**config.mk**
```make
export PLATFORM = sky130hd
export DESIGN_NAME = exe_top
export DESIGN_NICKNAME = d
export VERILOG_FILES = /design/src/rtl/exe_pkg.sv /design/src/rtl/exe_ifs.sv /design/src/rtl/exe_alu.sv /design/src/rtl/exe_div.sv /design/src/rtl/exe_lsu.sv /design/src/rtl/exe_ctrl.sv /design/src/rtl/exe_top.sv
export SDC_FILE = /design/constraint.sdc
export NUM_CORES = 2
export LEC_CHECK = 0
export BUFFER_PORTS_ARGS = -buffer_cell sky130_fd_sc_hd__buf_2
export CAP_MARGIN = 10
export CORE_MARGIN = 4
export CORE_UTILIZATION = 42
export CTS_CLUSTER_DIAMETER = 60
export DETAILED_ROUTE_END_ITERATION = 8
export PLACE_DENSITY = 0.63
export SYNTH_ARGS = -nofsm -noshare
export SYNTH_HDL_FRONTEND = slang
export SYNTH_SLANG_ARGS = --single-unit
```
**constraint.sdc**
```tcl
create_clock -name clk -period 18.1 [get_ports clk]
set_clock_uncertainty 0.1 [all_clocks]
set_input_delay 2.715 -clock clk [delete_from_list [all_inputs] [get_ports clk]]
set_output_delay 2.715 -clock clk [all_outputs]
set_load 0.1 [all_outputs]
```
**src/rtl/exe_pkg.sv**
```systemverilog
`default_nettype none

package exe_pkg;

    localparam int XLEN   = 32;
    localparam int REG_AW = 5;

    typedef enum logic [4:0] {
        OP_ADD = 5'd0, OP_SUB, OP_SLT, OP_SLTU,
        OP_AND, OP_OR, OP_XOR, OP_NOR,
        OP_SLL, OP_SRL, OP_SRA, OP_LUI,
        OP_MUL, OP_MULH, OP_MULHU,
        OP_DIV, OP_MOD, OP_DIVU, OP_MODU,
        OP_LD_B, OP_LD_H, OP_LD_W, OP_LD_BU, OP_LD_HU,
        OP_ST_B, OP_ST_H, OP_ST_W
    } exe_op_e;

    typedef enum logic [1:0] {
        DIV_IDLE,
        DIV_RUN,
        DIV_DONE
    } div_state_e;

    // a zero divisor gives an all-ones quotient and leaves the dividend as remainder.
    localparam logic [XLEN-1:0] DIV_ZERO_Q = '1;

    function automatic logic op_is_div(exe_op_e op);
        return op inside {OP_DIV, OP_MOD, OP_DIVU, OP_MODU};
    endfunction

    function automatic logic op_is_load(exe_op_e op);
        return op inside {OP_LD_B, OP_LD_H, OP_LD_W, OP_LD_BU, OP_LD_HU};
    endfunction

    function automatic logic op_is_store(exe_op_e op);
        return op inside {OP_ST_B, OP_ST_H, OP_ST_W};
    endfunction

endpackage

`default_nettype wire

```
**src/rtl/exe_ifs.sv**
```systemverilog
`timescale 1ns/1ps
`default_nettype none

interface div_if;
    logic                       start;
    logic                       cancel;
    logic                       is_signed;
    logic [exe_pkg::XLEN-1:0]   dividend;
    logic [exe_pkg::XLEN-1:0]   divisor;
    logic                       done;      // stays high with the result until the next start.
    logic [exe_pkg::XLEN-1:0]   quotient;
    logic [exe_pkg::XLEN-1:0]   remainder;

    modport ctrl (output start, cancel, is_signed, dividend, divisor,
                  input  done, quotient, remainder);
    modport unit (input  start, cancel, is_signed, dividend, divisor,
                  output done, quotient, remainder);
endinterface

interface mem_if;
    logic                       go;
    exe_pkg::exe_op_e           op;
    logic [exe_pkg::XLEN-1:0]   addr;
    logic [exe_pkg::XLEN-1:0]   st_value;
    logic                       accepted;  // req and addr_ok in the same cycle.
    logic                       ale;
    logic                       pending;

    modport ctrl (output go, op, addr, st_value,
                  input  accepted, ale, pending);
    modport unit (input  go, op, addr, st_value,
                  output accepted, ale, pending);
endinterface

`default_nettype wire

```
**src/rtl/exe_alu.sv**
```systemverilog
`timescale 1ns/1ps
`default_nettype none

module exe_alu (
    input  exe_pkg::exe_op_e            op,
    input  logic [exe_pkg::XLEN-1:0]    src1,
    input  logic [exe_pkg::XLEN-1:0]    src2,
    output logic [exe_pkg::XLEN-1:0]    result
);

    localparam int W = exe_pkg::XLEN;

    logic                   mul_signed;
    logic signed [W:0]      mul_a;
    logic signed [W:0]      mul_b;
    logic signed [2*W+1:0]  prod;
    logic [W-1:0]           sum;
    logic [W-1:0]           diff;
    logic [4:0]             shamt;

    // one extra bit per operand lets a single signed multiplier serve both kinds.
    assign mul_signed = (op != exe_pkg::OP_MULHU);
    assign mul_a      = {mul_signed & src1[W-1], src1};
    assign mul_b      = {mul_signed & src2[W-1], src2};
    assign prod       = mul_a * mul_b;

    assign sum   = src1 + src2;
    assign diff  = src1 - src2;
    assign shamt = src2[4:0];

    always_comb begin
        case (op)
            exe_pkg::OP_SUB:   result = diff;
            exe_pkg::OP_SLT:   result = {{(W-1){1'b0}}, $signed(src1) < $signed(src2)};
            exe_pkg::OP_SLTU:  result = {{(W-1){1'b0}}, src1 < src2};
            exe_pkg::OP_AND:   result = src1 & src2;
            exe_pkg::OP_OR:    result = src1 | src2;
            exe_pkg::OP_XOR:   result = src1 ^ src2;
            exe_pkg::OP_NOR:   result = ~(src1 | src2);
            exe_pkg::OP_SLL:   result = src1 << shamt;
            exe_pkg::OP_SRL:   result = src1 >> shamt;
            exe_pkg::OP_SRA:   result = $unsigned($signed(src1) >>> shamt);
            exe_pkg::OP_LUI:   result = src2;   // decode has already placed the upper bits.
            exe_pkg::OP_MUL:   result = prod[W-1:0];
            exe_pkg::OP_MULH,
            exe_pkg::OP_MULHU: result = prod[2*W-1:W];
            default:           result = sum;    // add, and the address of loads and stores.
        endcase
    end

endmodule

`default_nettype wire

```
**src/rtl/exe_div.sv**
```systemverilog
`timescale 1ns/1ps
`default_nettype none

module exe_div #(
    parameter int DIV_BITS_PER_CYCLE = 2
) (
    input  logic    clk,
    input  logic    reset,
    div_if.unit     div
);

    localparam int W     = exe_pkg::XLEN;
    localparam int STEPS = W / DIV_BITS_PER_CYCLE;
    localparam int CW    = $clog2(STEPS) + 1;

    exe_pkg::div_state_e state;
    logic [CW-1:0]  cnt;
    logic [W:0]     rem_r;
    logic [W-1:0]   quo_r;
    logic [W-1:0]   dvs_r;
    logic           q_neg_r;
    logic           r_neg_r;
    logic           dz_r;
    logic           dd_neg;
    logic           dv_neg;
    logic [W-1:0]   dd_mag;
    logic [W-1:0]   dv_mag;
    logic [W-1:0]   dvs_cur;
    logic [W:0]     rem_nx;
    logic [W-1:0]   quo_nx;

    assign dd_neg = div.is_signed && div.dividend[W-1];
    assign dv_neg = div.is_signed && div.divisor[W-1];
    assign dd_mag = dd_neg ? -div.dividend : div.dividend;
    assign dv_mag = dv_neg ? -div.divisor  : div.divisor;
    assign dvs_cur = div.start ? dv_mag : dvs_r;

    // the first step already runs in the start cycle, straight from the operands.
    always_comb begin
        rem_nx = div.start ? '0 : rem_r;
        quo_nx = div.start ? dd_mag : quo_r;
        for (int i = 0; i < DIV_BITS_PER_CYCLE; i++) begin
            rem_nx = {rem_nx[W-1:0], quo_nx[W-1]};
            quo_nx = {quo_nx[W-2:0], 1'b0};
            if (rem_nx >= {1'b0, dvs_cur}) begin
                rem_nx    = rem_nx - {1'b0, dvs_cur};
                quo_nx[0] = 1'b1;
            end
        end
    end

    always_ff @(posedge clk) begin
        if (reset) begin
            state <= exe_pkg::DIV_IDLE;
            cnt   <= '0;
        end else if (div.cancel) begin
            state <= exe_pkg::DIV_IDLE;
        end else if (div.start) begin
            state <= exe_pkg::DIV_RUN;
            cnt   <= CW'(STEPS - 1);
        end else if (state == exe_pkg::DIV_RUN) begin
            if (cnt == CW'(1))
                state <= exe_pkg::DIV_DONE;
            cnt <= cnt - 1'b1;
        end
    end

    always_ff @(posedge clk) begin
        if (div.start || state == exe_pkg::DIV_RUN) begin
            rem_r <= rem_nx;
            quo_r <= quo_nx;
        end
        if (div.start) begin
            dvs_r   <= dv_mag;
            q_neg_r <= dd_neg ^ dv_neg;
            r_neg_r <= dd_neg;
            dz_r    <= (div.divisor == '0);
        end
    end

    // most-negative by -1 needs no special case. the magnitude 2^31 with a positive
    // sign reads back as the dividend itself, and the remainder comes out as 0.
    // a zero divisor leaves the dividend magnitude in the remainder, so only the
    // quotient is overridden.
    assign div.done      = (state == exe_pkg::DIV_DONE);
    assign div.quotient  = dz_r    ? exe_pkg::DIV_ZERO_Q
                         : q_neg_r ? -quo_r : quo_r;
    assign div.remainder = r_neg_r ? -rem_r[W-1:0] : rem_r[W-1:0];

endmodule

`default_nettype wire

```
**src/rtl/exe_lsu.sv**
```systemverilog
`timescale 1ns/1ps
`default_nettype none

module exe_lsu (
    input  logic                        clk,
    input  logic                        reset,
    mem_if.unit                         mem,
    output logic                        data_sram_req,
    output logic                        data_sram_wr,
    output logic [1:0]                  data_sram_size,
    output logic [3:0]                  data_sram_wstrb,
    output logic [exe_pkg::XLEN-1:0]    data_sram_addr,
    output logic [exe_pkg::XLEN-1:0]    data_sram_wdata,
    input  logic                        data_sram_addr_ok,
    input  logic                        data_sram_data_ok
);

    logic       is_half;
    logic       is_word;
    logic       pending_r;
    logic [1:0] offset;

    assign offset  = mem.addr[1:0];
    assign is_half = mem.op inside {exe_pkg::OP_LD_H, exe_pkg::OP_LD_HU, exe_pkg::OP_ST_H};
    assign is_word = mem.op inside {exe_pkg::OP_LD_W, exe_pkg::OP_ST_W};

    assign mem.ale = (is_half && offset[0]) || (is_word && (offset != 2'b00));

    always_comb begin
        case (mem.op)
            exe_pkg::OP_ST_B: begin
                data_sram_wdata = {4{mem.st_value[7:0]}};
                data_sram_wstrb = 4'b0001 << offset;
            end
            exe_pkg::OP_ST_H: begin
                data_sram_wdata = {2{mem.st_value[15:0]}};
                data_sram_wstrb = 4'b0011 << offset;
            end
            exe_pkg::OP_ST_W: begin
                data_sram_wdata = mem.st_value;
                data_sram_wstrb = 4'b1111;
            end
            default: begin
                data_sram_wdata = mem.st_value;
                data_sram_wstrb = 4'b0000;  // loads write no byte.
            end
        endcase
    end

    assign data_sram_size = is_word ? 2'd2 : is_half ? 2'd1 : 2'd0;
    assign data_sram_req  = mem.go && !mem.ale;
    assign data_sram_wr   = exe_pkg::op_is_store(mem.op);
    assign data_sram_addr = mem.addr;

    assign mem.accepted = data_sram_req && data_sram_addr_ok;

    // a new acceptance wins over a data_ok that closes the previous access.
    always_ff @(posedge clk) begin
        if (reset)
            pending_r <= 1'b0;
        else if (mem.accepted)
            pending_r <= 1'b1;
        else if (data_sram_data_ok)
            pending_r <= 1'b0;
    end

    assign mem.pending = pending_r;

endmodule

`default_nettype wire

```
**src/rtl/exe_ctrl.sv**
```systemverilog
`timescale 1ns/1ps
`default_nettype none

module exe_ctrl (
    input  logic                        clk,
    input  logic                        reset,
    input  logic                        in_valid,
    output logic                        in_allowin,
    input  exe_pkg::exe_op_e            in_op,
    input  logic [exe_pkg::XLEN-1:0]    in_pc,
    input  logic [exe_pkg::XLEN-1:0]    in_rj,
    input  logic [exe_pkg::XLEN-1:0]    in_rkd,
    input  logic [exe_pkg::XLEN-1:0]    in_imm,
    input  logic                        in_src1_is_pc,
    input  logic                        in_src2_is_imm,
    input  logic [exe_pkg::REG_AW-1:0]  in_dest,
    input  logic                        in_gr_we,
    input  logic                        out_allowin,
    output logic                        out_valid,
    output logic [exe_pkg::XLEN-1:0]    out_pc,
    output logic [exe_pkg::XLEN-1:0]    out_result,
    output logic [exe_pkg::REG_AW-1:0]  out_dest,
    output logic                        out_gr_we,
    output logic                        out_is_load,
    output logic                        out_ale,
    output logic                        fwd_valid,
    output logic                        fwd_blocked,
    output logic [exe_pkg::REG_AW-1:0]  fwd_dest,
    output logic [exe_pkg::XLEN-1:0]    fwd_result,
    input  logic                        flush,
    output exe_pkg::exe_op_e            alu_op,
    output logic [exe_pkg::XLEN-1:0]    alu_src1,
    output logic [exe_pkg::XLEN-1:0]    alu_src2,
    input  logic [exe_pkg::XLEN-1:0]    alu_result,
    div_if.ctrl                         div,
    mem_if.ctrl                         mem
);

    logic                       valid_r;
    logic                       first_r;
    exe_pkg::exe_op_e           op_r;
    logic [exe_pkg::XLEN-1:0]   pc_r;
    logic [exe_pkg::XLEN-1:0]   rj_r;
    logic [exe_pkg::XLEN-1:0]   rkd_r;
    logic [exe_pkg::XLEN-1:0]   imm_r;
    logic                       src1_is_pc_r;
    logic                       src2_is_imm_r;
    logic [exe_pkg::REG_AW-1:0] dest_r;
    logic                       gr_we_r;
    logic                       is_div;
    logic                       is_load;
    logic                       is_mem;
    logic                       ready_go;

    assign is_div  = exe_pkg::op_is_div(op_r);
    assign is_load = exe_pkg::op_is_load(op_r);
    assign is_mem  = is_load || exe_pkg::op_is_store(op_r);

    // done from the previous divide is still up in the first cycle, so it is masked there.
    always_comb begin
        if (is_div)
            ready_go = div.done && !first_r;
        else if (is_mem)
            ready_go = mem.ale || mem.accepted;
        else
            ready_go = 1'b1;
    end

    assign in_allowin = !valid_r || (ready_go && out_allowin);
    assign out_valid  = valid_r && ready_go && !flush;

    always_ff @(posedge clk) begin
        if (reset) begin
            valid_r <= 1'b0;
            first_r <= 1'b0;
        end else begin
            if (flush)
                valid_r <= 1'b0;
            else if (in_allowin)
                valid_r <= in_valid;
            first_r <= in_valid && in_allowin && !flush;
        end
    end

    always_ff @(posedge clk) begin
        if (in_valid && in_allowin) begin
            op_r          <= in_op;
            pc_r          <= in_pc;
            rj_r          <= in_rj;
            rkd_r         <= in_rkd;
            imm_r         <= in_imm;
            src1_is_pc_r  <= in_src1_is_pc;
            src2_is_imm_r <= in_src2_is_imm;
            dest_r        <= in_dest;
            gr_we_r       <= in_gr_we;
        end
    end

    assign alu_op   = op_r;
    assign alu_src1 = src1_is_pc_r  ? pc_r  : rj_r;
    assign alu_src2 = src2_is_imm_r ? imm_r : rkd_r;

    assign div.start     = valid_r && first_r && is_div && !flush;
    assign div.cancel    = flush;
    assign div.is_signed = (op_r == exe_pkg::OP_DIV) || (op_r == exe_pkg::OP_MOD);
    assign div.dividend  = alu_src1;
    assign div.divisor   = alu_src2;

    assign mem.go       = valid_r && is_mem && out_allowin && !flush;
    assign mem.op       = op_r;
    assign mem.addr     = alu_result;   // the ALU adds base and offset for memory ops.
    assign mem.st_value = rkd_r;

    always_comb begin
        case (op_r)
            exe_pkg::OP_DIV, exe_pkg::OP_DIVU: out_result = div.quotient;
            exe_pkg::OP_MOD, exe_pkg::OP_MODU: out_result = div.remainder;
            default:                           out_result = alu_result;
        endcase
    end

    assign out_pc      = pc_r;
    assign out_dest    = dest_r;
    assign out_gr_we   = gr_we_r;
    assign out_is_load = is_load;
    assign out_ale     = valid_r && mem.ale;

    assign fwd_valid   = out_valid && gr_we_r;
    assign fwd_blocked = valid_r && is_load && (out_valid || mem.pending);
    assign fwd_dest    = dest_r;
    assign fwd_result  = out_result;

endmodule

`default_nettype wire

```
**src/rtl/exe_top.sv**
```systemverilog
`timescale 1ns/1ps
`default_nettype none

module exe_top #(
    parameter int DIV_BITS_PER_CYCLE = 2
) (
    input  logic                        clk,
    input  logic                        reset,
    input  logic                        in_valid,
    output logic                        in_allowin,
    input  exe_pkg::exe_op_e            in_op,
    input  logic [exe_pkg::XLEN-1:0]    in_pc,
    input  logic [exe_pkg::XLEN-1:0]    in_rj,
    input  logic [exe_pkg::XLEN-1:0]    in_rkd,
    input  logic [exe_pkg::XLEN-1:0]    in_imm,
    input  logic                        in_src1_is_pc,
    input  logic                        in_src2_is_imm,
    input  logic [exe_pkg::REG_AW-1:0]  in_dest,
    input  logic                        in_gr_we,
    input  logic                        out_allowin,
    output logic                        out_valid,
    output logic [exe_pkg::XLEN-1:0]    out_pc,
    output logic [exe_pkg::XLEN-1:0]    out_result,
    output logic [exe_pkg::REG_AW-1:0]  out_dest,
    output logic                        out_gr_we,
    output logic                        out_is_load,
    output logic                        out_ale,
    output logic                        fwd_valid,
    output logic                        fwd_blocked,
    output logic [exe_pkg::REG_AW-1:0]  fwd_dest,
    output logic [exe_pkg::XLEN-1:0]    fwd_result,
    input  logic                        flush,
    output logic                        data_sram_req,
    output logic                        data_sram_wr,
    output logic [1:0]                  data_sram_size,
    output logic [3:0]                  data_sram_wstrb,
    output logic [exe_pkg::XLEN-1:0]    data_sram_addr,
    output logic [exe_pkg::XLEN-1:0]    data_sram_wdata,
    input  logic                        data_sram_addr_ok,
    input  logic                        data_sram_data_ok
);

    exe_pkg::exe_op_e           alu_op;
    logic [exe_pkg::XLEN-1:0]   alu_src1;
    logic [exe_pkg::XLEN-1:0]   alu_src2;
    logic [exe_pkg::XLEN-1:0]   alu_result;

    div_if div_bus ();
    mem_if mem_bus ();

    exe_ctrl ctrl_i (
        .clk            (clk),
        .reset          (reset),
        .in_valid       (in_valid),
        .in_allowin     (in_allowin),
        .in_op          (in_op),
        .in_pc          (in_pc),
        .in_rj          (in_rj),
        .in_rkd         (in_rkd),
        .in_imm         (in_imm),
        .in_src1_is_pc  (in_src1_is_pc),
        .in_src2_is_imm (in_src2_is_imm),
        .in_dest        (in_dest),
        .in_gr_we       (in_gr_we),
        .out_allowin    (out_allowin),
        .out_valid      (out_valid),
        .out_pc         (out_pc),
        .out_result     (out_result),
        .out_dest       (out_dest),
        .out_gr_we      (out_gr_we),
        .out_is_load    (out_is_load),
        .out_ale        (out_ale),
        .fwd_valid      (fwd_valid),
        .fwd_blocked    (fwd_blocked),
        .fwd_dest       (fwd_dest),
        .fwd_result     (fwd_result),
        .flush          (flush),
        .alu_op         (alu_op),
        .alu_src1       (alu_src1),
        .alu_src2       (alu_src2),
        .alu_result     (alu_result),
        .div            (div_bus.ctrl),
        .mem            (mem_bus.ctrl)
    );

    exe_alu alu_i (
        .op     (alu_op),
        .src1   (alu_src1),
        .src2   (alu_src2),
        .result (alu_result)
    );

    exe_div #(
        .DIV_BITS_PER_CYCLE (DIV_BITS_PER_CYCLE)
    ) div_i (
        .clk   (clk),
        .reset (reset),
        .div   (div_bus.unit)
    );

    exe_lsu lsu_i (
        .clk               (clk),
        .reset             (reset),
        .mem               (mem_bus.unit),
        .data_sram_req     (data_sram_req),
        .data_sram_wr      (data_sram_wr),
        .data_sram_size    (data_sram_size),
        .data_sram_wstrb   (data_sram_wstrb),
        .data_sram_addr    (data_sram_addr),
        .data_sram_wdata   (data_sram_wdata),
        .data_sram_addr_ok (data_sram_addr_ok),
        .data_sram_data_ok (data_sram_data_ok)
    );

endmodule

`default_nettype wire

```
==> run_results.csv <==
group,metric,value,unit
sta,drv_slew,0,
detailed_routing,drc_errors,5,
synth,synth_largest_area_cell,"fa_1",
clocking,clockRootBuffer,"clkbuf_16",
sta,max_freq,64.5,MHz
final_layout,drive_above_1_share,10.2,%
clocking,ctsHoldBuffers,0,
setup_path,worstSetupPathType,"reg -> out",
floorplan,start_util,42.5,%
sta,min_period,15.51,ns
floorplan,num_rows,141,
clocking,cts-htree-levels,1,
global_route,overflow,0,
floorplan,fp.dieW,395,um
sta,rsz0062_at_grt,"false",
floorplan,io_pins,333,
setup_path,endpoint_kind,"output port",
sta,max_slew.worst_pin.slew,1.40,ns
place,portBuffers,332,
flow_run,drv_cap,0,
synth,yosysUniqueCellTypes,85,
clocking,post_cts_buffers,0,
outcome,violations,"DRC",
sta,relSlewSlack,5.60,%
synth,postSynthNetCount,9085,
clocking,cts_sinks,250,
detailed_routing,vias,58000,
setup_path,critical-path-top-delay-family,"adder cells",
clocking,clk_pin_slew_worst_paths,0.06,ns
detailed_routing,drt-wirelength-per-cell,31.1,um
setup_path,slowest_stage,"a221oi_1",
detailed_routing,vias_per_cell,6.05,
setup_path,worst-path-buf-inv,5,
sta,setup_violations,0,
final_layout,area_delta_synth_final,8.86,%
clocking,clock_latency,0.61,ns
place,detailedPlacementHpwl,231,mm
final_layout,fin_nets,9188,
setup_path,crit_path_frequent_cell,"fa_1",
synth,syn-mean-instance-area,8.48,sq um
synth,synth_top_cells_by_area,"fa_1 (36%), edfxtp_1 (9.9%), ha_1 (7.5%), inv_1 (7.5%), nand2_1 (5.6%)",
floorplan,die_h,395,um
global_route,grt_pass1_wl,427,mm
clocking,cts_buffer_depth,3,
place,finalWeightedCongestion,1.08,
sta,hold-worst-slack,0.350,ns
outcome,outcome,"complete, but fails checks",
setup_path,critPathArrivalTime,12.70,ns
global_route,grt_antenna_before_repair,24,
synth,synth_ff_type,"edfxtp_1",
floorplan,core_area,0.148,sq mm
setup_path,slowest_delay,0.79,ns
setup_path,cp-start-kind,"register",
global_route,grt_usage,37.8,%
place,placedCellCount,9502,
setup_path,crit_required,15.29,ns
clocking,numCtsBuffers,30,
floorplan,die_area,0.156,sq mm
synth,syn-instance-count,7429,
synth,ys_warn_count,0,
detailed_routing,drt_wl_total,298,mm
synth,synth-edff-count,208,
setup_path,path_max_fanout,28,
sta,hold_viol_final,0,
global_route,grt_max_degree,83,
detailed_routing,drt_iter0_drc,7294,
sta,finalCritPeriodShare,85.7,%
synth,synth_common_cells,"inv_1 (1,252), fa_1 (1,129), nand2_1 (937), nor2_1 (858), ha_1 (379)",
clocking,cts_resized,0,
synth,syn_area,0.0630,sq mm
final_layout,fin_cells,9581,
synth,seq_area_frac_synth,11.2,%
synth,synth-async-reset-ratio,0,%
clocking,cts_tree,"built",
synth,yosys.area.top_type_share,35.9,%
detailed_routing,firstDrtPassIters,9,
sta,tns,0,ns
synth,synth.most_common_cell,"inv_1",
synth,ys_seq_elements,250,
global_route,grt_pass1_vias,59200,
hold_path,hold_path.class,"reg -> reg",
detailed_routing,postRouteAntennaNets,0,
[logic make-up (layout without fill, tap and decap cells)]
family          after synthesis  after routing  synth area share [%]
xor+xnor                    273            273                  3.80
mux                         213            213                  3.54
simple gates               2251           2251                  15.1
fa+ha+maj                  1508           1508                  43.4
other cells                   0             23                     0
compound gates             1191           1191                  12.2
buf+inv                    1743           1870                  10.7
flops                       250            250                  11.2
[worst min-delay path: cells and delay by family, from the launching register on]
family | cells | cell delay (ns)
DFF | 1 | 0.31
AOI/OAI and AO/OA | 1 | 0.07
and+or+nand+nor | 1 | 0.04
[metrics by stage]
| step | utilization, % | setup slack, ns | instance area (sq um) |
|---|---|---|---|
| final | 46.2 | 2.59 | 68600 |
| after floorplan | - | 1.24 | 63000 |
| after detailed placement | 45.4 | 3.46 | 67400 |
| after global routing | 46.2 | 2.28 | 68500 |
| after CTS | 46.2 | 2.82 | 68500 |
| after global placement | 45.4 | 3.55 | 67400 |
[metal layers]
layer,routed length (um),vias up,track usage (%)
li1,-,24000,-
met1,108000,29100,45.6
met2,128000,3804,56.7
met3,33200,1131,10.7
met4,29400,14,29.7
met5,89,-,0.0616
[area by class of cell]
cell class	count	area, sq um
antenna	23	57.6
multi-input combinational	5436	49900
sequential	250	7090
clock buffer	34	787
inverter	1293	4850
timing repair buffer	521	3110
clock inverter	22	312
fill	14500	79800
tap	2002	2500
[state kept, by name (all words and copies together) (netlist names), 2 cells and up]
register,flops
ctrl_i.imm_r,32
ctrl_i.mem.st_value,32
ctrl_i.out_pc,32
ctrl_i.rj_r,32
div_i.dvs_r,32
div_i.quo_r,32
div_i.rem_r,32
ctrl_i.alu_op,5
ctrl_i.fwd_dest,5
div_i.cnt,5
div_i.state,2
[cells in the final DEF, fill, tap and decap left out, types with 66 or more instances in the layout]
cell      netlist  final
inv_1        1252   1247
a21o_1         72     72
nand2_1       937    937
nor3_1         83     78
a21oi_1       300    300
mux2i_1       155     92
edfxtp_1      208    208
xor2_1         66     66
buf_2          14    332
fa_1         1129   1129
xnor2_1       207    207
ha_1          379    379
buf_4          46    187
nor2_1        858    854
o21ai_0       317    316
[final timing paths]
kind	from	end	slack (ns)	cells past startpoint
setup / recovery	ctrl_i.src1_is_pc_r$_DFFE_PP_	out_result[30]	2.59	26
hold / removal	div_i.dvs_r[31]$_DFF_P_	div_i.dvs_r[31]$_DFF_P_	0.35	2
setup reg to reg	ctrl_i.src2_is_imm_r$_DFFE_PP_	div_i.rem_r[8]$_DFFE_PP_	4.58	40
hold reg to reg	div_i.dvs_r[31]$_DFF_P_	div_i.dvs_r[31]$_DFF_P_	0.35	2
Power is left out: the tool's default activity adds up to more than one toggle a clock period on the data nets, which glitch-free logic cannot reach.
